`src/verilog/dai_cfg.svh`:
```
`ifndef DAI_CFG_SVH
`define DAI_CFG_SVH

// ~~~~~~~~~~~~~~~~~~~~~~~~~~~~~~~~~~~~~~~~~~~~~~~~~~
// Audio interface sizing
// ~~~~~~~~~~~~~~~~~~~~~~~~~~~~~~~~~~~~~~~~~~~~~~~~~~

// One audio word on the serial line
`define DAI_SAMPLE_W 16

// Master-clock position in a frame, the longest frame is 1088 clocks
`define DAI_FRAME_CNT_W 11

// Bit-clock position in a half frame, saturates well past the sample width
`define DAI_BIT_CNT_W 9

// Flops in front of the external bit and word clocks in slave mode
`define DAI_SYNC_STAGES 2

`endif

```
`src/verilog/dai_pkg.sv`:
```
package dai_pkg;

`include "dai_cfg.svh"

  // Two's complement audio word, sent MSB first
  typedef logic [`DAI_SAMPLE_W-1:0] sample_t;

  // Master-clock count inside one stereo frame
  typedef logic [`DAI_FRAME_CNT_W-1:0] frame_cnt_t;

  // Bit index inside one channel half of the frame
  typedef logic [`DAI_BIT_CNT_W-1:0] bit_cnt_t;

  // Frame mode select
  //   7 -> 256 clocks, bclk /4    6 -> 128 clocks, bclk /2
  //   5 -> 272 clocks, bclk /4    4 -> 136 clocks, bclk /2
  //   3 -> 1024 clocks, bclk /4   2 -> 512 clocks, bclk /4
  //   1 -> 1088 clocks, bclk /4   0 -> 544 clocks, bclk /4
  typedef logic [2:0] mclk_mode_t;

endpackage

```
`src/verilog/dai_bit_if.sv`:
```
`timescale 1ns/100ps

interface dai_bit_if;

  // Bit-clock edges as single-cycle enables in the master-clock domain
  logic bclk_rise;
  logic bclk_fall;

  // Word-clock level now and as it was at the last bit-clock rise
  // Low selects the left channel
  logic lrc;
  logic lrc_prev;

  modport source (
    output bclk_rise,
    output bclk_fall,
    output lrc,
    output lrc_prev
  );

  modport rx_sink (
    input bclk_rise,
    input lrc,
    input lrc_prev
  );

  modport tx_sink (
    input bclk_rise,
    input bclk_fall,
    input lrc,
    input lrc_prev
  );

endinterface

```
`src/verilog/dai_tx.sv`:
```
`timescale 1ns/100ps

module dai_tx (
  input  logic             RESET,
  input  logic             bclk_ok,
  input  logic             loopback_i,
  input  dai_pkg::sample_t adc_left_i,
  input  dai_pkg::sample_t adc_right_i,
  input  dai_pkg::sample_t dac_left_i,
  input  dai_pkg::sample_t dac_right_i,
  dai_bit_if.tx_sink       bits,
  output logic             dout_o
);
  import dai_pkg::*;

`include "dai_cfg.svh"

  bit_cnt_t bit_cnt_q;
  sample_t  shift_q;
  sample_t  tx_word;

  always_comb begin
    if (loopback_i) begin
      tx_word = bits.lrc ? dac_right_i : dac_left_i;
    end else begin
      tx_word = bits.lrc ? adc_right_i : adc_left_i;
    end
  end

  // ~~~~~~~~~~~~~~~~~~~~~~~~~~~~~~~~~~~~~~~~~~~~~~~~~~
  // Bit position on rises, data out on falls
  // ~~~~~~~~~~~~~~~~~~~~~~~~~~~~~~~~~~~~~~~~~~~~~~~~~~

  always_ff @(posedge RESET or posedge bclk_ok) begin
    if (bclk_ok) begin
      bit_cnt_q <= '1;
      dout_o    <= 1'b0;
    end else begin
      if (bits.bclk_rise && (bits.lrc != bits.lrc_prev)) begin
        bit_cnt_q <= '0;
      end else if (bits.bclk_rise && (bit_cnt_q != '1)) begin
        bit_cnt_q <= bit_cnt_q + 1'b1;
      end
      // The fall after index 0 carries the MSB, the line idles low after the LSB
      if (bits.bclk_fall) begin
        if (bit_cnt_q == '0) begin
          dout_o <= tx_word[`DAI_SAMPLE_W-1];
        end else if (bit_cnt_q < bit_cnt_t'(`DAI_SAMPLE_W)) begin
          dout_o <= shift_q[`DAI_SAMPLE_W-1];
        end else begin
          dout_o <= 1'b0;
        end
      end
    end
  end

  always_ff @(posedge RESET) begin
    if (bits.bclk_fall) begin
      shift_q <= (bit_cnt_q == '0) ? (tx_word << 1) : (shift_q << 1);
    end
  end

endmodule

```
`src/flat_wrapper.sv`:
```
// flat-port wrapper written by rule: the top's interface ports become plain ports
module dai_tx_flat import dai_pkg::*;
  (RESET, bclk_ok, loopback_i, adc_left_i, adc_right_i, dac_left_i, dac_right_i, dout_o, bits_bclk_rise, bits_bclk_fall, bits_lrc, bits_lrc_prev);
  dai_bit_if bits_i ();
  input  logic RESET;
  input  logic bclk_ok;
  input  logic loopback_i;
  input  dai_pkg::sample_t adc_left_i;
  input  dai_pkg::sample_t adc_right_i;
  input  dai_pkg::sample_t dac_left_i;
  input  dai_pkg::sample_t dac_right_i;
  output logic dout_o;
  input wire logic [$bits(bits_i.bclk_rise)-1:0] bits_bclk_rise;
  input wire logic [$bits(bits_i.bclk_fall)-1:0] bits_bclk_fall;
  input wire logic [$bits(bits_i.lrc)-1:0] bits_lrc;
  input wire logic [$bits(bits_i.lrc_prev)-1:0] bits_lrc_prev;
  assign bits_i.bclk_rise = bits_bclk_rise;
  assign bits_i.bclk_fall = bits_bclk_fall;
  assign bits_i.lrc = bits_lrc;
  assign bits_i.lrc_prev = bits_lrc_prev;
  dai_tx u_core (.RESET(RESET), .bclk_ok(bclk_ok), .loopback_i(loopback_i), .adc_left_i(adc_left_i), .adc_right_i(adc_right_i), .dac_left_i(dac_left_i), .dac_right_i(dac_right_i), .bits(bits_i), .dout_o(dout_o));
endmodule
```
`config.mk`:
```
export PLATFORM = sky130hd
export DESIGN_NAME = dai_tx_flat
export DESIGN_NICKNAME = d
export VERILOG_FILES = /design/src/verilog/dai_pkg.sv /design/src/verilog/dai_bit_if.sv /design/src/verilog/dai_tx.sv /design/src/flat_wrapper.sv
export VERILOG_INCLUDE_DIRS = /design/src /design/src/verilog
export SDC_FILE = /design/constraint.sdc
export NUM_CORES = 1
export LEC_CHECK = 0
export BUFFER_PORTS_ARGS = -buffer_cell sky130_fd_sc_hd__buf_2
export CORE_MARGIN = 5
export CORE_UTILIZATION = 47
export DETAILED_ROUTE_END_ITERATION = 10
export HOLD_SLACK_MARGIN = 0.05
export PLACE_DENSITY_LB_ADDON = 0.1
export SYNTH_ARGS = -nofsm -noshare
export SYNTH_HDL_FRONTEND = slang
export SYNTH_SLANG_ARGS = --single-unit
export TNS_END_PERCENT = 50
```
`constraint.sdc`:
```
create_clock -name RESET -period 2.7 [get_ports RESET]
set_clock_uncertainty 0.2 [all_clocks]
set_input_delay 0.405 -clock RESET [delete_from_list [all_inputs] [get_ports RESET]]
set_output_delay 0.405 -clock RESET [all_outputs]
set_load 0.02 [all_outputs]
```
Word-level counts from Yosys, hierarchy flattened

Index checks and enable logic that the tools add are counted.
W data, S select, Z words.

Flip-flop bits (word level): 26
Bits in read-only memories: 0
Output and inout bits: 1
Memories kept: 0
Latch bits: 0
Word-level logic and storage cells: 19
Bits of input ports: 71
Memory bits (writable): 0

$add $sub $neg: 1
Bitwise logic cells: 0
Shift operators: 0
Multipliers: 0
Mux-type cells: 8
Divide/modulo/power cells: 0
Order comparisons: 1
Reductions and logical operators: 4
Equal/unequal tests: 2

Operators by type and width:

| cell                  | count |
|---|---|
| $mux W16              | 4 |
| $mux W9               | 2 |
| $add A9 B1 Y9 const B | 1 |
| $logic_not A9 Y1      | 1 |
| $lt A9 B5 Y1 const B  | 1 |
| $ne A9 B9 Y1 const B  | 1 |
| $logic_and A1 B1 Y1   | 2 |
| $mux W1               | 2 |
| $reduce_bool A2 Y1    | 1 |
| $ne A1 B1 Y1          | 1 |

Depth between registers and ports, before layout

Depth after elaboration: 4
Gate-level depth with buffers: 7
Mapped depth without buffers: 7

Worst setup path after synthesis

Ideal clock, no wire load.

Path kind: register to register
From: reg u_core.bit_cnt_q[0]
To: reg u_core.shift_q[10] (data pin)
Library setup time: 0.260 ns
Buffers on the path: 2
Cell stages (with the launch flop): 8
Slack: 0.632 ns
Data arrival time: 1.608 ns
Data required time: 2.240 ns
Period minus slack after synthesis: 2.068 ns
Cell sequence: dfstp_2 -> inv_1 -> ha_1 -> nor3b_2 -> and3_1 -> buf_4 -> buf_6 -> mux2_4

Longest elaborated chain between the ends: 2

Ends and longest elaborated chain:

| element                | line         | text |
|---|---|---|
| start, declared        | dai_tx.sv:18 | `bit_cnt_t bit_cnt_q;` |
| start signal, assigned | dai_tx.sv:42 | `bit_cnt_q <= bit_cnt_q + 1'b1;` |
| $logic_not A9 Y1       | dai_tx.sv:59 | `shift_q <= (bit_cnt_q == '0) ? (tx_word << 1) : (shift_q << 1);` |
| $mux W16               | dai_tx.sv:59 |  |
| end signal, assigned   | dai_tx.sv:59 |  |
| end, declared          | dai_tx.sv:19 | `sample_t shift_q;` |

Every way passes these cells.
A chain may end at the register's enable or synchronous reset.

Worst setup path after layout

From: reg u_core.bit_cnt_q[0]
To: reg u_core.shift_q[4] (data pin)

Same word-level chain as after synthesis.

==> results by group <==
Cells and area
  – Sequential Area: between 700 and 800 sq um
  – Filler cells: 273
  – Nets: 256
  – Multi-input logic area: 870 sq um
  – Share of post-route cells with drive strength above 1: 0.591
  – # diodes: 0
  – Area Growth Syn to Fin: 23.4%

Synth
  – Post-synth EDFFs: 15
  – Warnings from Yosys: 0
  – Seq cells post-synth: 25
  – Netlist area before placement: 0.00167 sq mm
  – Mapped Avg Cell Area: ~15 sq um
  – Yosys cell types: 34
  – Top_reg_cell synth: edfxtp_1
  – Asr flop ratio synth: 0.400
  – Register area share after synthesis: 0.427
  – Cell count after synthesis: 112
  – Syn nets: between 150 and 200

Worst hold path
  – Worst hold stages: 1
  – Hold Path Class: in -> reg

Routing
  – Post-route ant nets: 0
  – DRC: 0
  – Mean routed wirelength per cell: 15.1 um
  – Vias per inst: 5.29
  – Detailed Routing Iterations Pass 1: 4
  – Via count: 1201
  – WL final: 3420 um
  – Initial DRC count: 83

Setup path
  – CP Cell Sequence: inv_1 -> ha_1 -> nor3b_2 -> and3_1 -> mux2_2
  – Slowest cell on the critical path: and3_1
  – Largest stage delay, worst path: 0.74 ns
  – Worst reg-to-reg path cell count: 5
  – Critical Path Source Type: flop
  – CP endpoint kind: flop
  – Critical path class: reg -> reg
  – Worst Path Max Fanout: 15
  – Critical path required time: 2.61 ns
  – Critical Path AT: 2.27 ns

Timing
  – Count of final setup violators: 0
  – Tightest Pin Transition: 0.838 ns
  – Final worst path period need: 2.37 ns
  – Peak Freq: approximately 0.42 GHz
  – Final period utilization: 0.877
  – Worst setup margin: 0.332 ns
  – Post-Route Setup TNS: 0 ns
  – Pins Over Slew Limit: 0
  – Rel. slew slack: 0.441
  – Unrepaired setup endpoints after global routing: false
  – Final hold vios: 0
  – Hold Slack: 0.310 ns

Placement
  – Dpl ws: 0.353 ns
  – Port Buffers: 71
  – HPWL after detailed placement: 2700 um
  – Gpl congestion: 0.787

Floorplan
  – Core ar.: 0.00339 sq mm
  – FP Rows: 21
  – Height of the chip: between 60 and 70 um
  – Io pins: 72
  – Die X-Extent: 69.6 um
  – Starting Density: 0.492
  – Die ar.: 0.00484 sq mm

CTS
  – CTS H-tree depth: 1
  – Total CTS buffers: 3
  – Postcts setup bufs: 0
  – Root Buffer: clkbuf_4
  – Worst-Skew Late Latency: 0.33 ns
  – Clock Path Buffers: 2
  – CTS hold repair buffers: 1
  – Worst-path clk slew: 0.15 ns
  – Post-CTS sizing: 0
  – Num Clock Sinks: 25
  – CTS tree: done

Job
  – Max Cap Viol: 0

Power and ir drop
  – Total power: 1.27 mW
  – PwrDens: 619 mW/mm^2
  – Pleak: 0.899 nW
  – VDD IR-drop max: 0.286 mV

Global routing
  – Vias in the first global route: 1245
  – GRT overflow: 0
  – Initial antenna violation count: 0
  – Pin count of the biggest net entering global routing: 18
  – Total GRT Usage: 0.144
  – Global-route wire length before repair: 5590 um

Outcome
  – Outcome: finished clean
[final cells by class]
type | count | area share
clock inverters | 1 | 0.00426
well taps | 46 | 0.0280
clock buffers | 3 | 0.0109
inverters | 6 | 0.0109
multi-input cells | 74 | 0.422
repair buffers | 72 | 0.178
flip-flops and latches | 25 | 0.346
[flip-flops by register name, summed over array words and instances (netlist names)]
register and count:
u_core.shift_q 15, u_core.dout_o 1, u_core.bit_cnt_q 9
[report_power, final]
part	internal [mW]	switching [mW]	leakage, nW
registers	0.555	0.0510	0.253
logic	0.296	0.189	0.628
clock network	0.0604	0.123	0.0183
[layout by cell type (no fill, tap or decap)]
master         count
or4_1              1
nor2_1             5
o21ai_0            4
a21oi_1            5
buf_2             71
nand4b_1           1
mux2i_1            3
dfstp_2            9
mux2_2             6
nand3b_1           1
xor2_1             1
o31ai_1            1
and3_1             1
inv_1              6
mux4_1             8
mux2_4             8
mux4_2             8
edfxtp_1          15
ha_1               3
nor2b_1            1
nand3_1            2
dlygate4sd3_1      1
nor3b_2            1
nand2_1            2
and2_1             2
nor3_1             2
inv_6              1
or3_1              4
dfrtp_1            1
clkbuf_4           3
nand4_1            1
o22ai_1            1
xnor2_1            2
[layer usage]
layer,up-vias,share of wire,track usage
met3,2,0.069,0.0348
met2,41,0.49,0.228
li1,584,-,-
met4,0,0.0058,0.0564
met5,-,0,0
met1,574,0.44,0.189
[kinds of logic (layout without fill, tap and decap cells)]
kind of cell / Yosys count / after routing / share of synthesized area
multiplexers: 33 / 33 / 0.365
flip-flops: 25 / 25 / 0.427
AND/OR/NAND/NOR: 24 / 24 / 0.0833
buffers and inverters: 13 / 82 / 0.0518
AO/OA/AOI/OAI: 11 / 11 / 0.0353
adder cells (fa/ha/maj): 3 / 3 / 0.0225
XOR/XNOR: 3 / 3 / 0.0158
[through the flow]
| step | area [sq um] | instances | utilization |
|---|---|---|---|
| after global routing | 2060 | 227 | 0.607 |
| after global placement | 2020 | 222 | 0.595 |
| final | 2060 | 227 | 0.607 |
| after floorplan | 1670 | 112 | - |
| after detailed placement | 2020 | 222 | 0.595 |
| after CTS | 2060 | 227 | 0.607 |
[worst paths after layout]
path / endpoint / slack (ns) / startpoint
min: u_core.shift_q[6] / 0.31 / bits_bclk_fall
max in group asynchronous: u_core.bit_cnt_q[6] / 1.59 / bclk_ok
max: u_core.shift_q[4] / 0.33 / u_core.bit_cnt_q[0]
min reg2reg: u_core.bit_cnt_q[7] / 0.32 / u_core.bit_cnt_q[7]
min in group asynchronous: u_core.dout_o / 0.37 / bclk_ok
max reg2reg: u_core.shift_q[4] / 0.33 / u_core.bit_cnt_q[0]
[critical path: cells and delay by family, from the launching register on]
family / cells / cell delay [ns]
AND/OR/NAND/NOR: 2 / 0.94
buffers and inverters: 1 / 0.05
multiplexers: 1 / 0.41
adder cells (fa/ha/maj): 1 / 0.13
flip-flops: 1 / 0.41
[Yosys cell counts, types with 2 or more instances]
| library cell | n | area (sq um) |
|---|---|---|
| and2_1 | 2 | 12.5 |
| a21oi_1 | 5 | 25.0 |
| xnor2_1 | 2 | 17.5 |
| buf_2 | 2 | 10.0 |
| nand3_1 | 2 | 10.0 |
| mux2_2 | 6 | 67.6 |
| mux2i_1 | 3 | 30.0 |
| o21ai_0 | 4 | 20.0 |
| nor3_1 | 2 | 10.0 |
| nand2_1 | 2 | 7.51 |
| inv_1 | 6 | 22.5 |
| or3_1 | 4 | 25.0 |
| buf_6 | 2 | 22.5 |
| mux4_2 | 8 | 180 |
| mux2_4 | 8 | 120 |
| edfxtp_1 | 15 | 450 |
| mux4_1 | 8 | 210 |
| nor2_1 | 5 | 18.8 |
| dfstp_2 | 9 | 236 |
| ha_1 | 3 | 37.5 |
(Power assumes the default switching activity.)
