==> src/verilog/dai_cfg.svh <==
`ifndef DAI_CFG_SVH
`define DAI_CFG_SVH

// ~~~~~~~~~~~~~~~~~~~~~~~~~~~~~~~~~~~~~~~~~~~~~~~~~~
// Audio interface sizing
// ~~~~~~~~~~~~~~~~~~~~~~~~~~~~~~~~~~~~~~~~~~~~~~~~~~

// One audio word on the serial line
`define DAI_SAMPLE_W 16

// Master-clock position in a frame, the longest frame is 1088 clocks
`define DAI_FRAME_CNT_W 11

// Bit-clock position in a half frame, saturates well past the sample width
`define DAI_BIT_CNT_W 9

// Flops in front of the external bit and word clocks in slave mode
`define DAI_SYNC_STAGES 2

`endif

==> src/verilog/dai_pkg.sv <==
package dai_pkg;

`include "dai_cfg.svh"

  // Two's complement audio word, sent MSB first
  typedef logic [`DAI_SAMPLE_W-1:0] sample_t;

  // Master-clock count inside one stereo frame
  typedef logic [`DAI_FRAME_CNT_W-1:0] frame_cnt_t;

  // Bit index inside one channel half of the frame
  typedef logic [`DAI_BIT_CNT_W-1:0] bit_cnt_t;

  // Frame mode select
  //   7 -> 256 clocks, bclk /4    6 -> 128 clocks, bclk /2
  //   5 -> 272 clocks, bclk /4    4 -> 136 clocks, bclk /2
  //   3 -> 1024 clocks, bclk /4   2 -> 512 clocks, bclk /4
  //   1 -> 1088 clocks, bclk /4   0 -> 544 clocks, bclk /4
  typedef logic [2:0] mclk_mode_t;

endpackage

==> src/verilog/dai_bit_if.sv <==
`timescale 1ns/100ps

interface dai_bit_if;

  // Bit-clock edges as single-cycle enables in the master-clock domain
  logic bclk_rise;
  logic bclk_fall;

  // Word-clock level now and as it was at the last bit-clock rise
  // Low selects the left channel
  logic lrc;
  logic lrc_prev;

  modport source (
    output bclk_rise,
    output bclk_fall,
    output lrc,
    output lrc_prev
  );

  modport rx_sink (
    input bclk_rise,
    input lrc,
    input lrc_prev
  );

  modport tx_sink (
    input bclk_rise,
    input bclk_fall,
    input lrc,
    input lrc_prev
  );

endinterface

==> src/verilog/dai_rx.sv <==
`timescale 1ns/100ps

module dai_rx (
  input  logic             RESET,
  input  logic             bclk_ok,
  input  logic             din_i,
  dai_bit_if.rx_sink       bits,
  output dai_pkg::sample_t dac_left_o,
  output dai_pkg::sample_t dac_right_o,
  output logic             frame_valid_o
);
  import dai_pkg::*;

`include "dai_cfg.svh"

  bit_cnt_t bit_cnt_q;
  bit_cnt_t bit_idx;
  sample_t  shift_q;
  sample_t  rx_word;
  logic     word_done;

  // Index of the current rise, 0 on a word-clock change, saturating past the word
  always_comb begin
    if (bits.lrc != bits.lrc_prev) begin
      bit_idx = '0;
    end else if (bit_cnt_q == '1) begin
      bit_idx = bit_cnt_q;
    end else begin
      bit_idx = bit_cnt_q + 1'b1;
    end
  end

  assign rx_word   = {shift_q[`DAI_SAMPLE_W-2:0], din_i};
  assign word_done = bits.bclk_rise && (bit_idx == bit_cnt_t'(`DAI_SAMPLE_W));

  always_ff @(posedge RESET) begin
    if (bits.bclk_rise) begin
      shift_q <= rx_word;
    end
  end

  // Counter starts saturated so nothing is stored before the first word-clock change
  always_ff @(posedge RESET or posedge bclk_ok) begin
    if (bclk_ok) begin
      bit_cnt_q     <= '1;
      dac_left_o    <= '0;
      dac_right_o   <= '0;
      frame_valid_o <= 1'b0;
    end else begin
      frame_valid_o <= word_done && bits.lrc;
      if (bits.bclk_rise) begin
        bit_cnt_q <= bit_idx;
      end
      if (word_done && bits.lrc) begin
        dac_right_o <= rx_word;
      end else if (word_done) begin
        dac_left_o <= rx_word;
      end
    end
  end

endmodule

==> src/flat_wrapper.sv <==
// flat-port wrapper written by rule: the top's interface ports become plain ports
module dai_rx_flat import dai_pkg::*;
  (RESET, bclk_ok, din_i, dac_left_o, dac_right_o, frame_valid_o, bits_bclk_rise, bits_lrc, bits_lrc_prev);
  dai_bit_if bits_i ();
  input  logic RESET;
  input  logic bclk_ok;
  input  logic din_i;
  output dai_pkg::sample_t dac_left_o;
  output dai_pkg::sample_t dac_right_o;
  output logic frame_valid_o;
  input wire logic [$bits(bits_i.bclk_rise)-1:0] bits_bclk_rise;
  input wire logic [$bits(bits_i.lrc)-1:0] bits_lrc;
  input wire logic [$bits(bits_i.lrc_prev)-1:0] bits_lrc_prev;
  assign bits_i.bclk_rise = bits_bclk_rise;
  assign bits_i.lrc = bits_lrc;
  assign bits_i.lrc_prev = bits_lrc_prev;
  dai_rx u_core (.RESET(RESET), .bclk_ok(bclk_ok), .din_i(din_i), .bits(bits_i), .dac_left_o(dac_left_o), .dac_right_o(dac_right_o), .frame_valid_o(frame_valid_o));
endmodule
==> config.mk <==
export PLATFORM = sky130hd
export DESIGN_NAME = dai_rx_flat
export DESIGN_NICKNAME = d
export VERILOG_FILES = /design/src/verilog/dai_pkg.sv /design/src/verilog/dai_bit_if.sv /design/src/verilog/dai_rx.sv /design/src/flat_wrapper.sv
export VERILOG_INCLUDE_DIRS = /design/src /design/src/verilog
export SDC_FILE = /design/constraint.sdc
export NUM_CORES = 1
export LEC_CHECK = 0
export BUFFER_PORTS_ARGS = -buffer_cell sky130_fd_sc_hd__buf_4
export CAP_MARGIN = 20
export CORE_UTILIZATION = 60
export CTS_CLUSTER_SIZE = 14
export DETAILED_ROUTE_END_ITERATION = 8
export GPL_TIMING_DRIVEN = 1
export HOLD_SLACK_MARGIN = 0.15
export PLACE_DENSITY = 0.84
export SLEW_MARGIN = 20
export SYNTH_ARGS = -nofsm -noshare
export SYNTH_HDL_FRONTEND = slang
export SYNTH_SLANG_ARGS = --single-unit
==> constraint.sdc <==
create_clock -name RESET -period 4.8 [get_ports RESET]
set_input_delay 0.24 -clock RESET [delete_from_list [all_inputs] [get_ports RESET]]
set_output_delay 0.24 -clock RESET [all_outputs]
set_load 0.005 [all_outputs]
# Word level (Yosys, flattened, before mapping)
# Cells that the tools add are included.
# W data, S select, Z words.
[classes]
add_sub_neg = 1
eq_ne = 3
n_mux = 2
bitwise = 1
reduce_logical = 3
[op_table]
columns = ["cell", "count"]
rows = [
  ["$mux W9", 2],
  ["$add A9 B1 Y9 const B", 1],
  ["$eq A9 B5 Y1 const B", 1],
  ["$eq A9 B9 Y1 const B", 1],
  ["$logic_and A1 B1 Y1", 2],
  ["$reduce_and A2 Y1", 1],
  ["$ne A1 B1 Y1", 1],
  ["$not A1 Y1", 1],
]
[word_totals]
regBits = 57
elab_cells = 15

# Longest topological paths before layout
# Gate-level depths: netlist of the first run.
[depth]
depth_word = 8
mapped_depth = 7
mapped_depth_nobuf = 6

# Worst setup path after synthesis of the first run
# No wires, ideal clock.
[synth_timing]
path_kind = "flip-flop to flip-flop"
from = "register u_core.bit_cnt_q[0]"
to = "register u_core.dac_right_o[0]"
setup_ns = 0.125
arrival_ns = 2.293
required_ns = 4.675
path_slack_ns = 2.381
path_stages_with_launch = 8
n_path_buf = 1
path_cell_list = "dfstp_2 -> ha_1 -> nand2_1 -> o21ai_1 -> nand4b_2 -> nor4_4 -> buf_8 -> mux2_4"
[synth_between]
elab_chain_len = 6
elab_cells_between_ends = 7
classes_between = "add/sub (1); eq/ne (2); mux (2); reduce/logical (2)"
[synth_rtl]
columns = ["element", "line", "rtl"]
rows = [
  ["start: declaration", "dai_rx.sv:16", "bit_cnt_t bit_cnt_q;"],
  ["start signal: assignment", "dai_rx.sv:52", "bit_cnt_q <= bit_idx;"],
  ["$add A9 B1 Y9 / $eq A9 B9 Y1 (equally long branches)", "dai_rx.sv:29, dai_rx.sv:26", ""],
  ["$mux W9 *", "dai_rx.sv:26", "end else if (bit_cnt_q == '1) begin"],
  ["$mux W9 *", "dai_rx.sv:24", "if (bits.lrc != bits.lrc_prev) begin"],
  ["$eq A9 B5 Y1 *", "dai_rx.sv:34", "assign word_done = bits.bclk_rise && (bit_idx == bit_cnt_t'(`DAI_SAMPLE_W));"],
  ["$logic_and A1 B1 Y1 *", "dai_rx.sv:34", ""],
  ["$logic_and A1 B1 Y1 *", "dai_rx.sv:54", "if (word_done && bits.lrc) begin"],
  ["end signal: assignment", "dai_rx.sv:55", "dac_right_o <= rx_word;"],
  ["end: declaration", "dai_rx.sv:9", "output dai_pkg::sample_t dac_right_o,"],
]
# Every way passes the cells marked *; elsewhere a longest branch is shown, timed or not.
# A chain may end at the register's enable or synchronous reset.

# Worst setup path after layout of the first run
[layout_timing]
from = "register u_core.bit_cnt_q[0]"
to = "register u_core.dac_left_o[2]"
[layout_between]
elab_chain_len = 8
elab_cells_between_ends = 9
classes_between = "add/sub (1); eq/ne (2); mux (2); bitwise (1); reduce/logical (3)"
[layout_rtl]
columns = ["element", "line", "rtl"]
rows = [
  ["$add A9 B1 Y9 / $eq A9 B9 Y1 (equally long branches)", "dai_rx.sv:29, dai_rx.sv:26", ""],
  ["$mux W9 *", "dai_rx.sv:26", ""],
  ["$mux W9 *", "dai_rx.sv:24", ""],
  ["$eq A9 B5 Y1 *", "dai_rx.sv:34", ""],
  ["$logic_and A1 B1 Y1 *", "dai_rx.sv:34", ""],
  ["$logic_and A1 B1 Y1", "dai_rx.sv:54", ""],
  ["$not A1 Y1 (no source line)", "-", ""],
  ["$reduce_and A2 Y1 (no source line) *", "-", ""],
  ["end signal: assignment", "dai_rx.sv:57", "dac_left_o <= rx_word;"],
  ["end: declaration", "dai_rx.sv:8", "output dai_pkg::sample_t dac_left_o,"],
]
# Marks and branches as above.

==> flow_metrics.env, run 1 <==
export IMPL_final_nets=217
export IMPL_syn_num_nets=169
export IMPL_clockRootBuffer="clkbuf_8"
export IMPL_drtAntennaViolNets=0
export IMPL_worstHoldPathCells=4
export IMPL_vdd_ir_drop_max_uv=255
export IMPL_whs_endpoint="u_core.bit_cnt_q[2]"
export IMPL_setup_violations=0
export IMPL_rrSetupSlack_ns=1.85
export IMPL_r2r_start="u_core.bit_cnt_q[0]"
export IMPL_yosys_area_top_type_share_pct=33.6
export IMPL_grt_overflow=0
export IMPL_tns_ns=0
export IMPL_p_leak_nw=1.34
export IMPL_layout_drive_gt1_share_pct=49.8
export IMPL_slew_headroom_pct=28.2
export IMPL_drt_iter0_drc=114
export IMPL_grt_max_degree=43
export IMPL_coreArea_um2=3800
export IMPL_yosysWarnings=0
export IMPL_critPathMaxFanout=16
export IMPL_cts_htree_levels=3
export IMPL_synth_top_cells_by_area="dfrtp_1 34%, edfxtp_1 18%, dfstp_2 9.6%"
export IMPL_required_ns=5.01
export IMPL_finalClockSkew_ns=0.00442
export IMPL_wirelength_um=5050
export IMPL_r2r_end="u_core.dac_left_o[2]"
export IMPL_finalCritPeriodShare_pct=61.4
export IMPL_power_density_nw_per_um2=331
export IMPL_first_pass_iters=4
export IMPL_ys_ff_latch=57
export IMPL_final_hold_violation_count=0
export IMPL_wire_per_inst_um=19.2
export IMPL_die_h_um=66.0
export IMPL_cts_resized_gates=0
export IMPL_end_kind="register"
export IMPL_vias=1577
export IMPL_antenna_found_initial=0
export IMPL_maxCapViolCount=0
export IMPL_cts_reportedPaths_clkPinSlew_ns=0.06
export IMPL_start_util_pct=64.6
export IMPL_grt_pass1_vias=1554
export IMPL_grt_pass1_wl_um=8000
export IMPL_cts_buffers=9
export IMPL_numPortBuffers=38
export IMPL_area_growth_pct=20.5
export IMPL_rsz0062_at_grt="no"
export IMPL_fmax_ghz=0.339
export IMPL_holdWs_ns=0.322
export IMPL_cts_buffer_depth=2
export IMPL_gp_congestion=0.921
export IMPL_routed_via_density=6.00
export IMPL_synth_area_leader_cell="dfrtp_1"
export IMPL_num_rows=22
export IMPL_synth_top_flop_cell="dfrtp_1"
export IMPL_postSynthCellCount=162
export IMPL_hpwlAfterDp_um=3220
export IMPL_crit_type="register to register"
export IMPL_ys_seq_area_share_pct=61.6
export IMPL_worst_slew_pin_slew_ns=1.07
export IMPL_groute_usage_overall_pct=26.0
export IMPL_cts_tree="yes"
export IMPL_die_w_um=66.0
export IMPL_drc=0
export IMPL_synthArstFlopShare_pct=73.7
export IMPL_status="completed"
export IMPL_min_path_type="input port to register"
export IMPL_postSynthAreaPerCell_um2=15.2
export IMPL_period_minus_slack_ns=2.95
export IMPL_nFillCells=232
export IMPL_syn_cell_area_um2=2450
export IMPL_numClockSinks=57
export IMPL_start_kind="register"
export IMPL_drv_slew=0
export IMPL_clk_latency_ns=0.33
export IMPL_diodes=0
export IMPL_reg2regPathDepth=6
export IMPL_worstHoldStart="bits_lrc_prev"
export IMPL_synth_cell_types=41
export IMPL_synth_edff_count=15
export IMPL_crit_arrival_ns=3.15
export IMPL_ios=39
export IMPL_dieArea_um2=4350
export IMPL_critPathLaunch="u_core.bit_cnt_q[0]"
-- registers in the layout, summed over array words and instances, names as in the netlist --
signal / count
u_core.bit_cnt_q: 9
u_core.dac_left_o: 16
u_core.dac_right_o: 16
u_core.frame_valid_o: 1
u_core.shift_q: 15
-- cell families after synthesis --
logic type,Yosys count,share of synthesized area (%)
AO/OA/AOI/OAI,30,8.77
flip-flops,57,61.6
adder cells (fa/ha/maj),1,0.510
XOR/XNOR,2,1.02
buffers and inverters,11,3.26
AND/OR/NAND/NOR,29,8.77
multiplexers,32,16.1
-- placed cells by master (no fill, tap or decap), types with 2 or more instances in the layout --
cell type / count
a21oi_1: 12
dfrtp_1: 33
and3_1: 3
nor2_1: 3
clkinv_2: 3
mux2_4: 9
edfxtp_1: 15
nand2_1: 5
inv_1: 6
clkbuf_8: 11
nor4_4: 2
nor4_1: 2
mux2_1: 2
dfstp_2: 9
nand3_1: 2
buf_4: 40
nand4_1: 3
o21ai_0: 6
dlygate4sd3_1: 2
mux2_2: 21
clkinvlp_4: 2
a31oi_1: 2
nor3_1: 2
a41oi_1: 2
-- synthesized netlist by cell type (all sizes together) (2+ instances only) --
| master | number |
|---|---|
| dfrtp | 33 |
| mux2 | 32 |
| edfxtp | 15 |
| a21oi | 12 |
| dfstp | 9 |
| o21ai | 7 |
| inv | 6 |
| nand2 | 5 |
| nor4 | 5 |
| and3 | 3 |
| clkbuf | 3 |
| nand3 | 3 |
| nand4 | 3 |
| nor2 | 3 |
| a31oi | 2 |
| a41oi | 2 |
| and2 | 2 |
| buf | 2 |
| nor3 | 2 |
| o32ai | 2 |
-- timing repair --
| action | 4_1_cts | 5_1_grt |
|---|---|---|
| hold endpoints to repair | 34 | 0 |
| setup buffers | 0 | 0 |
| setup endpoints to repair | 0 | 0 |
| hold buffers | 2 | 0 |
-- metrics by stage --
| step | util (%) | worst slack [ns] | instances | area (µm²) | power, mW |
|---|---|---|---|---|---|
| 3_3_place_gp | 72.6 | 1.95 | 245 | 2760 | 0.584 |
| 4_1_cts | 77.9 | 1.85 | 263 | 2960 | 0.987 |
| 2_1_floorplan | - | 2.38 | 162 | 2450 | 0.568 |
| 5_1_grt | 77.9 | 1.68 | 263 | 2960 | 1.01 |
| 6_report | 77.9 | 1.85 | 263 | 2960 | 0.980 |
| 3_5_place_dp | 72.6 | 1.86 | 245 | 2760 | 0.588 |
-- worst max path at each step --
stage / endpoint / cells past startpoint
final: u_core.dac_left_o[2] / 6
after global routing: u_core.dac_left_o[2] / 6
after CTS: u_core.dac_left_o[2] / 6
after detailed placement: u_core.dac_left_o[11] / 6
after global placement: u_core.dac_left_o[13] / 6
after floorplan: u_core.dac_right_o[0] / 7
-- report_power, final --
| part | total (mW) | internal [mW] | switching (mW) |
|---|---|---|---|
| Clock | 0.398 | 0.212 | 0.186 |
| Sequential | 0.532 | 0.516 | 0.0160 |
| Combinational | 0.0503 | 0.0165 | 0.0339 |
-- layout make-up --
| class | count | area (µm²) | area share [%] |
|---|---|---|---|
| Clock buffer | 11 | 151 | 5.12 |
| Clock inverter | 5 | 30.0 | 1.01 |
| Inverter | 6 | 22.5 | 0.761 |
| Multi-Input combinational cell | 94 | 862 | 29.1 |
| Sequential cell | 57 | 1510 | 51.1 |
| Tap cell | 48 | 60.1 | 2.03 |
| Timing Repair Buffer | 42 | 320 | 10.8 |
-- layer usage --
layer | vias up | global-route usage [%] | routed length (µm)
met5 | - | 0 | 0
met4 | 0 | 7.45 | 75
met3 | 10 | 7.93 | 250
met2 | 63 | 43.0 | 2590
met1 | 803 | 33.1 | 2130
li1 | 701 | - | -
-- worst max-delay path, cell delays in order (launching register included) --
cell      delay (ns)
dfstp_2         0.62
ha_1            0.28
nand2_1         0.16
o21ai_1         0.19
nand4b_2        0.19
nor4_4          0.95
mux2_2          0.44
Note: power is estimated with default switching activity, not from simulation.
==> run 2: changes to the inputs <==
--- a/config.mk
+++ b/config.mk
@@ -6,14 +6,15 @@
 export SDC_FILE = /design/constraint.sdc
 export NUM_CORES = 1
 export LEC_CHECK = 0
+export ABC_AREA = 1
 export BUFFER_PORTS_ARGS = -buffer_cell sky130_fd_sc_hd__buf_4
 export CAP_MARGIN = 20
-export CORE_UTILIZATION = 60
+export CORE_UTILIZATION = 56
 export CTS_CLUSTER_SIZE = 14
 export DETAILED_ROUTE_END_ITERATION = 8
 export GPL_TIMING_DRIVEN = 1
 export HOLD_SLACK_MARGIN = 0.15
-export PLACE_DENSITY = 0.84
+export PLACE_DENSITY = 0.79
 export SLEW_MARGIN = 20
 export SYNTH_ARGS = -nofsm -noshare
 export SYNTH_HDL_FRONTEND = slang
==> constraint.sdc (replaced) <==
create_clock -name RESET -period 3 [get_ports RESET]
set_input_delay 0.15 -clock RESET [delete_from_list [all_inputs] [get_ports RESET]]
set_output_delay 0.15 -clock RESET [all_outputs]
set_load 0.005 [all_outputs]
==> flow_metrics.env, run 2 <==
export IMPL_synth_most_common_cell="nand2_1"
export IMPL_crit_type="register to register"
export IMPL_start_util_pct=58.0
export IMPL_synth_area_leader_cell="dfrtp_1"
export IMPL_setup_violations=0
export IMPL_numPortBuffers=38
export IMPL_finalClockSkew_ns=0.0102
export IMPL_start_kind="register"
export IMPL_synth_cell_types=26
export IMPL_syn_num_nets=260
export IMPL_worst_slew_pin_slew_ns=0.516
export IMPL_multi_input_area_um2=887
export IMPL_end_kind="register"
export IMPL_synth_xor_xnor_area_share_pct=0.990
export IMPL_grt_max_degree=43
export IMPL_cts_resized_gates=0
export IMPL_drc=0
export IMPL_cts_reportedPaths_clkPinSlew_ns=0.07
export IMPL_ys_ff_latch=57
export IMPL_postSynthAreaPerCell_um2=9.99
export IMPL_synth_edff_count=15
export IMPL_dp_slack_ns=0.660
export IMPL_cts_htree_levels=3
export IMPL_die_w_um=69.2
export IMPL_worstHoldPathCells=2
export IMPL_coreArea_um2=4350
export IMPL_num_rows=24
export IMPL_synthArstFlopShare_pct=73.7
export IMPL_synth_top_cells_by_area="dfrtp_1 33%, edfxtp_1 18%, nand2_1 15%"
export IMPL_clk_latency_ns=0.32
export IMPL_period_minus_slack_ns=2.37
export IMPL_vias=1887
export IMPL_synth_top_flop_cell="dfrtp_1"
export IMPL_groute_usage_overall_pct=24.0
export IMPL_ys_seq_area_share_pct=59.9
export IMPL_r2r_end="u_core.dac_left_o[5]"
export IMPL_die_h_um=69.2
export IMPL_worstHoldStart="bits_bclk_rise"
export IMPL_drt_iter0_drc=207
export IMPL_r2r_start="u_core.bit_cnt_q[0]"
export IMPL_final_hold_violation_count=0
export IMPL_dieArea_um2=4790
export IMPL_tns_ns=0
export IMPL_syn_cell_area_um2=2530
export IMPL_reg_top3="u_core.dac_left_o x16, u_core.dac_right_o x16, u_core.shift_q x15"
export IMPL_wirelength_um=5130
export IMPL_routed_via_density=5.35
export IMPL_first_pass_iters=4
export IMPL_numClockSinks=57
export IMPL_synth_mux_area_share_pct=0
export IMPL_critPathMaxFanout=19
export IMPL_clockRootBuffer="clkbuf_8"
export IMPL_layout_common_cells="98 x nand2_1, 42 x buf_4, 35 x nand4_1"
export IMPL_cts_buffer_depth=2
export IMPL_fin_ws_ns=0.628
export IMPL_synth_top_family_by_area="simple AND/OR/NAND/NOR gates"
export IMPL_p_leak_nw=1.51
export IMPL_maxCapViolCount=0
export IMPL_grt_pass1_vias=1746
export IMPL_cts_tree="yes"
export IMPL_cts_buffers=9
export IMPL_postSynthCellCount=253
export IMPL_layout_drive_gt1_share_pct=26.2
export IMPL_synthSimpleGateAreaFrac_pct=30.7
export IMPL_slew_headroom_pct=65.4
export IMPL_rrSetupSlack_ns=0.63
export IMPL_drtAntennaViolNets=0
export IMPL_final_nets=303
export IMPL_synth_common_cells="98 x nand2_1, 35 x nand4_1, 33 x dfrtp_1"
export IMPL_finalCritPeriodShare_pct=79.1
export IMPL_grt_overflow=0
export IMPL_diodes=0
export IMPL_ios=39
export IMPL_synth_adder_area_share_pct=0.495
export IMPL_min_path_type="input port to register"
export IMPL_power_density_nw_per_um2=631
export IMPL_critPathLaunch="u_core.bit_cnt_q[0]"
export IMPL_area_growth_pct=22.7
export IMPL_hpwlAfterDp_um=3360
export IMPL_vdd_ir_drop_max_uv=533
export IMPL_fmax_ghz=0.422
export IMPL_regArea_um2=1510
export IMPL_reg2regPathDepth=10
export IMPL_gp_congestion=0.844
export IMPL_final_common_cell="nand2_1"
export IMPL_drv_slew=0
export IMPL_crit_arrival_ns=2.64
export IMPL_synth_compound_area_share_pct=2.92
export IMPL_yosysWarnings=0
export IMPL_antenna_found_initial=0
export IMPL_yosys_area_top_type_share_pct=32.7
export IMPL_whs_endpoint="u_core.bit_cnt_q[4]"
export IMPL_nFillCells=320
export IMPL_rsz0062_at_grt="no"
export IMPL_status="completed"
export IMPL_grt_pass1_wl_um=8830
export IMPL_required_ns=3.26
export IMPL_wire_per_inst_um=14.5
-- run 2: through the flow --
stage               utilization (%)  std cells  hold slack (ns)  area (µm²)  total power, mW
floorplan                         -        253            0.213        2530             1.01
global placement               65.1        335            0.314        2830             1.09
detailed placement             65.1        335            0.314        2830             1.10
CTS                            71.2        353            0.178        3100             1.97
global route                   71.2        353            0.188        3100             2.04
finish                         71.2        353            0.186        3100             1.96
-- run 2: layout make-up --
cell class / instances / area share (%)
Sequential cell: 57 / 48.8
Multi-Input combinational cell: 170 / 28.6
Timing Repair Buffer: 44 / 10.8
Clock buffer: 13 / 5.85
Clock inverter: 3 / 2.18
Tap cell: 52 / 2.10
Inverter: 14 / 1.69
-- run 2: how the worst max path moves through the flow --
stage	endpoint	slack (ns)
6_report	u_core.dac_left_o[5]	0.63
4_1_cts	u_core.dac_left_o[5]	0.64
5_1_grt	u_core.dac_right_o[9]	0.43
2_1_floorplan	u_core.dac_right_o[0]	1.0
3_5_place_dp	u_core.dac_right_o[7]	0.66
3_3_place_gp	u_core.dac_right_o[6]	0.77
-- run 2: what timing repair did --
| action | in CTS | in global routing |
|---|---|---|
| hold buffers | 2 | 0 |
| setup buffers | 0 | 0 |
| hold endpoints to repair | 36 | 0 |
-- run 2: report_power, final --
part           leakage, nW  switching [mW]  total, mW  internal [mW]
clock network        0.120           0.300      0.869          0.570
logic                0.696           0.108      0.189         0.0804
registers            0.694          0.0402      0.899          0.859
-- run 2: kinds of logic after synthesis --
kind of cell	Yosys count
simple gates	155
flops	57
buf+inv	26
compound gates	12
xor+xnor	2
fa+ha+maj	1
-- run 2: critical path: stages (launching register included) --
cell      delay (ns)
dfstp_2         0.56
ha_1            0.25
nand2_2         0.10
nor2_4          0.15
nand3_4         0.15
a21boi_4        0.20
nand3_4         0.11
nor2_8          0.28
buf_4           0.26
nand4_1         0.14
nand2_1         0.10
-- run 2: per-layer routing --
layer | vias up | GRT usage [%] | part of all wire, %
li1 | 948 | - | -
met1 | 878 | 38.3 | 49
met2 | 59 | 31.1 | 44
met3 | 2 | 5.67 | 6.4
met4 | 0 | 10.2 | 0.82
met5 | - | 0 | 0
==> run 3: changes to the inputs <==
--- a/config.mk
+++ b/config.mk
@@ -9,12 +9,12 @@
 export ABC_AREA = 1
 export BUFFER_PORTS_ARGS = -buffer_cell sky130_fd_sc_hd__buf_4
 export CAP_MARGIN = 20
-export CORE_UTILIZATION = 56
+export CORE_UTILIZATION = 50
 export CTS_CLUSTER_SIZE = 14
 export DETAILED_ROUTE_END_ITERATION = 8
 export GPL_TIMING_DRIVEN = 1
 export HOLD_SLACK_MARGIN = 0.15
-export PLACE_DENSITY = 0.79
+export PLACE_DENSITY = 0.74
 export SLEW_MARGIN = 20
 export SYNTH_ARGS = -nofsm -noshare
 export SYNTH_HDL_FRONTEND = slang
==> constraint.sdc (replaced) <==
create_clock -name RESET -period 2.1 [get_ports RESET]
set_input_delay 0.105 -clock RESET [delete_from_list [all_inputs] [get_ports RESET]]
set_output_delay 0.105 -clock RESET [all_outputs]
set_load 0.005 [all_outputs]
==> flow_metrics.env, run 3 (synthesis gave the netlist of run 2 again) <==
export IMPL_diodes=0
export IMPL_p_comb_share_pct=13.0
export IMPL_start_util_pct=52.8
export IMPL_grt_overflow=0
export IMPL_layout_common_cells="81 x nand2_1, 52 x buf_4, 35 x nand4_1"
export IMPL_slew_headroom_pct=65.4
export IMPL_cts_htree_levels=3
export IMPL_end_kind="register"
export IMPL_rsz0062_at_grt="yes"
export IMPL_power_internal_mw=2.02
export IMPL_die_w_um=73.1
export IMPL_p_seq_share_pct=47.0
export IMPL_antenna_found_initial=0
export IMPL_required_ns=2.32
export IMPL_drt_iter0_drc=100
export IMPL_period_minus_slack_ns=2.03
export IMPL_dp_cells=354
export IMPL_first_pass_iters=4
export IMPL_fin_area_um2=3460
export IMPL_finalCritPeriodShare_pct=96.9
export IMPL_cts_buffer_depth=2
export IMPL_power_density_nw_per_um2=794
export IMPL_wirelength_um=5730
export IMPL_power_mw=2.75
export IMPL_tns_ns=0
export IMPL_worst_slew_pin_slew_ns=0.516
export IMPL_sw_frac_of_total_pct=26.3
export IMPL_final_nets=325
export IMPL_cts_tree="yes"
export IMPL_vdd_ir_drop_max_uv=833
export IMPL_status="completed"
export IMPL_groute_usage_overall_pct=23.8
export IMPL_drv_slew=0
export IMPL_grt_pass1_vias=1835
export IMPL_clk_latency_ns=0.35
export IMPL_drtAntennaViolNets=0
export IMPL_regArea_um2=1510
export IMPL_die_h_um=73.1
export IMPL_hpwlAfterDp_um=3400
export IMPL_holdWs_ns=0.196
export IMPL_numClockSinks=57
export IMPL_grt_pass1_wl_um=9240
export IMPL_routed_via_density=5.13
export IMPL_layout_drive_gt1_share_pct=37.8
export IMPL_cpMostUsedCell="nand3_4"
export IMPL_multi_input_area_um2=1020
export IMPL_cts_buffers=9
export IMPL_vias=2000
export IMPL_stdcell_count=390
export IMPL_maxCapViolCount=0
export IMPL_nFillCells=354
export IMPL_gp_congestion=0.872
export IMPL_clockRootBuffer="clkbuf_8"
export IMPL_start_kind="register"
export IMPL_wire_per_inst_um=14.7
export IMPL_cpPeakStageDelay_ns=0.56
export IMPL_finalClockSkew_ns=0.0121
export IMPL_placed_area_um2=2890
export IMPL_drc=0
export IMPL_coreArea_um2=4790
export IMPL_cts_reportedPaths_clkPinSlew_ns=0.07
export IMPL_crit_arrival_ns=2.26
export IMPL_slowest_stage="dfstp_2"
export IMPL_num_rows=25
export IMPL_final_hold_violation_count=0
export IMPL_ios=39
export IMPL_critPathMaxFanout=8
export IMPL_min_path_type="input port to register"
export IMPL_grt_max_degree=43
export IMPL_crit_type="register to register"
export IMPL_reg_top3="u_core.dac_left_o x16, u_core.dac_right_o x16, u_core.shift_q x15"
export IMPL_numPortBuffers=38
export IMPL_setup_violations=0
export IMPL_final_common_cell="nand2_1"
export IMPL_clkPwrFrac_pct=40.1
export IMPL_switchingPower_mw=0.722
export IMPL_fmax_ghz=0.491
export IMPL_p_leak_nw=1.64
export IMPL_area_growth_pct=36.8
export IMPL_dieArea_um2=5340
export IMPL_crit_chain="ha_4 > nand2_4 > nor2_4 > nand3_4 > a21boi_4 > nand3_4 > nor2_8 > buf_12 > nand3_4 > nand2_1 > nand2_1"
## run 3: final timing paths
check,from,to,slack [ns],depth (start not counted)
worst max-delay path,u_core.bit_cnt_q[0],u_core.dac_left_o[1],0.07,11
worst min-delay path,bits_lrc_prev,u_core.bit_cnt_q[0],0.20,4
worst max register to register,u_core.bit_cnt_q[0],u_core.dac_left_o[1],0.07,11
worst min register to register,u_core.dac_right_o[8],u_core.dac_right_o[8],0.48,2
max in group asynchronous,bclk_ok,u_core.bit_cnt_q[0],1.27,4
min in group asynchronous,bclk_ok,u_core.dac_right_o[14],0.44,4
## run 3: timing repair
item	CTS	global route
setup endpoints to repair	32	33
cloned	3	1
pin swaps	9	11
hold endpoints to repair	55	0
hold buffers	4	0
setup buffers	8	4
resized for setup	7	27
## run 3: worst max-delay path: cells and delay by family (launching register included)
kind / cells / cell delay [ns]
buffers and inverters: 1 / 0.13
AO/OA/AOI/OAI: 1 / 0.19
adder cells (fa/ha/maj): 1 / 0.15
AND/OR/NAND/NOR: 8 / 0.87
flip-flops: 1 / 0.56
## run 3: through the flow
stage / setup slack (ns) / utilization, %
2_1_floorplan: 0.0997 / -
3_3_place_gp: 0.0146 / 60.5
3_5_place_dp: -0.0492 / 60.5
4_1_cts: -0.0169 / 69.6
5_1_grt: -0.0449 / 72.2
6_report: 0.0651 / 72.2
## run 3: routing by layer
metal,routed length [µm],vias up,global-route usage (%)
met3,327,10,8.43
met1,2820,934,35.4
met4,102,0,10.5
met2,2480,59,31.1
li1,-,997,-
met5,0,-,0
## run 3: power groups by stage
stage                     clock network, mW  registers (mW)  logic [mW]
final                                  1.10            1.29       0.356
after floorplan                           0            1.30       0.147
after detailed placement                  0            1.30       0.281
after global routing                   1.17            1.30       0.390
after CTS                              1.13            1.28       0.323
after global placement                    0            1.30       0.273
## run 3: area by class of cell
class / count / share of cell area, %
Clock inverter: 6 / 2.06
Sequential cell: 57 / 43.8
Timing Repair Buffer: 63 / 16.3
Multi-Input combinational cell: 173 / 29.6
Inverter: 14 / 1.52
Tap cell: 67 / 2.42
Clock buffer: 10 / 4.31
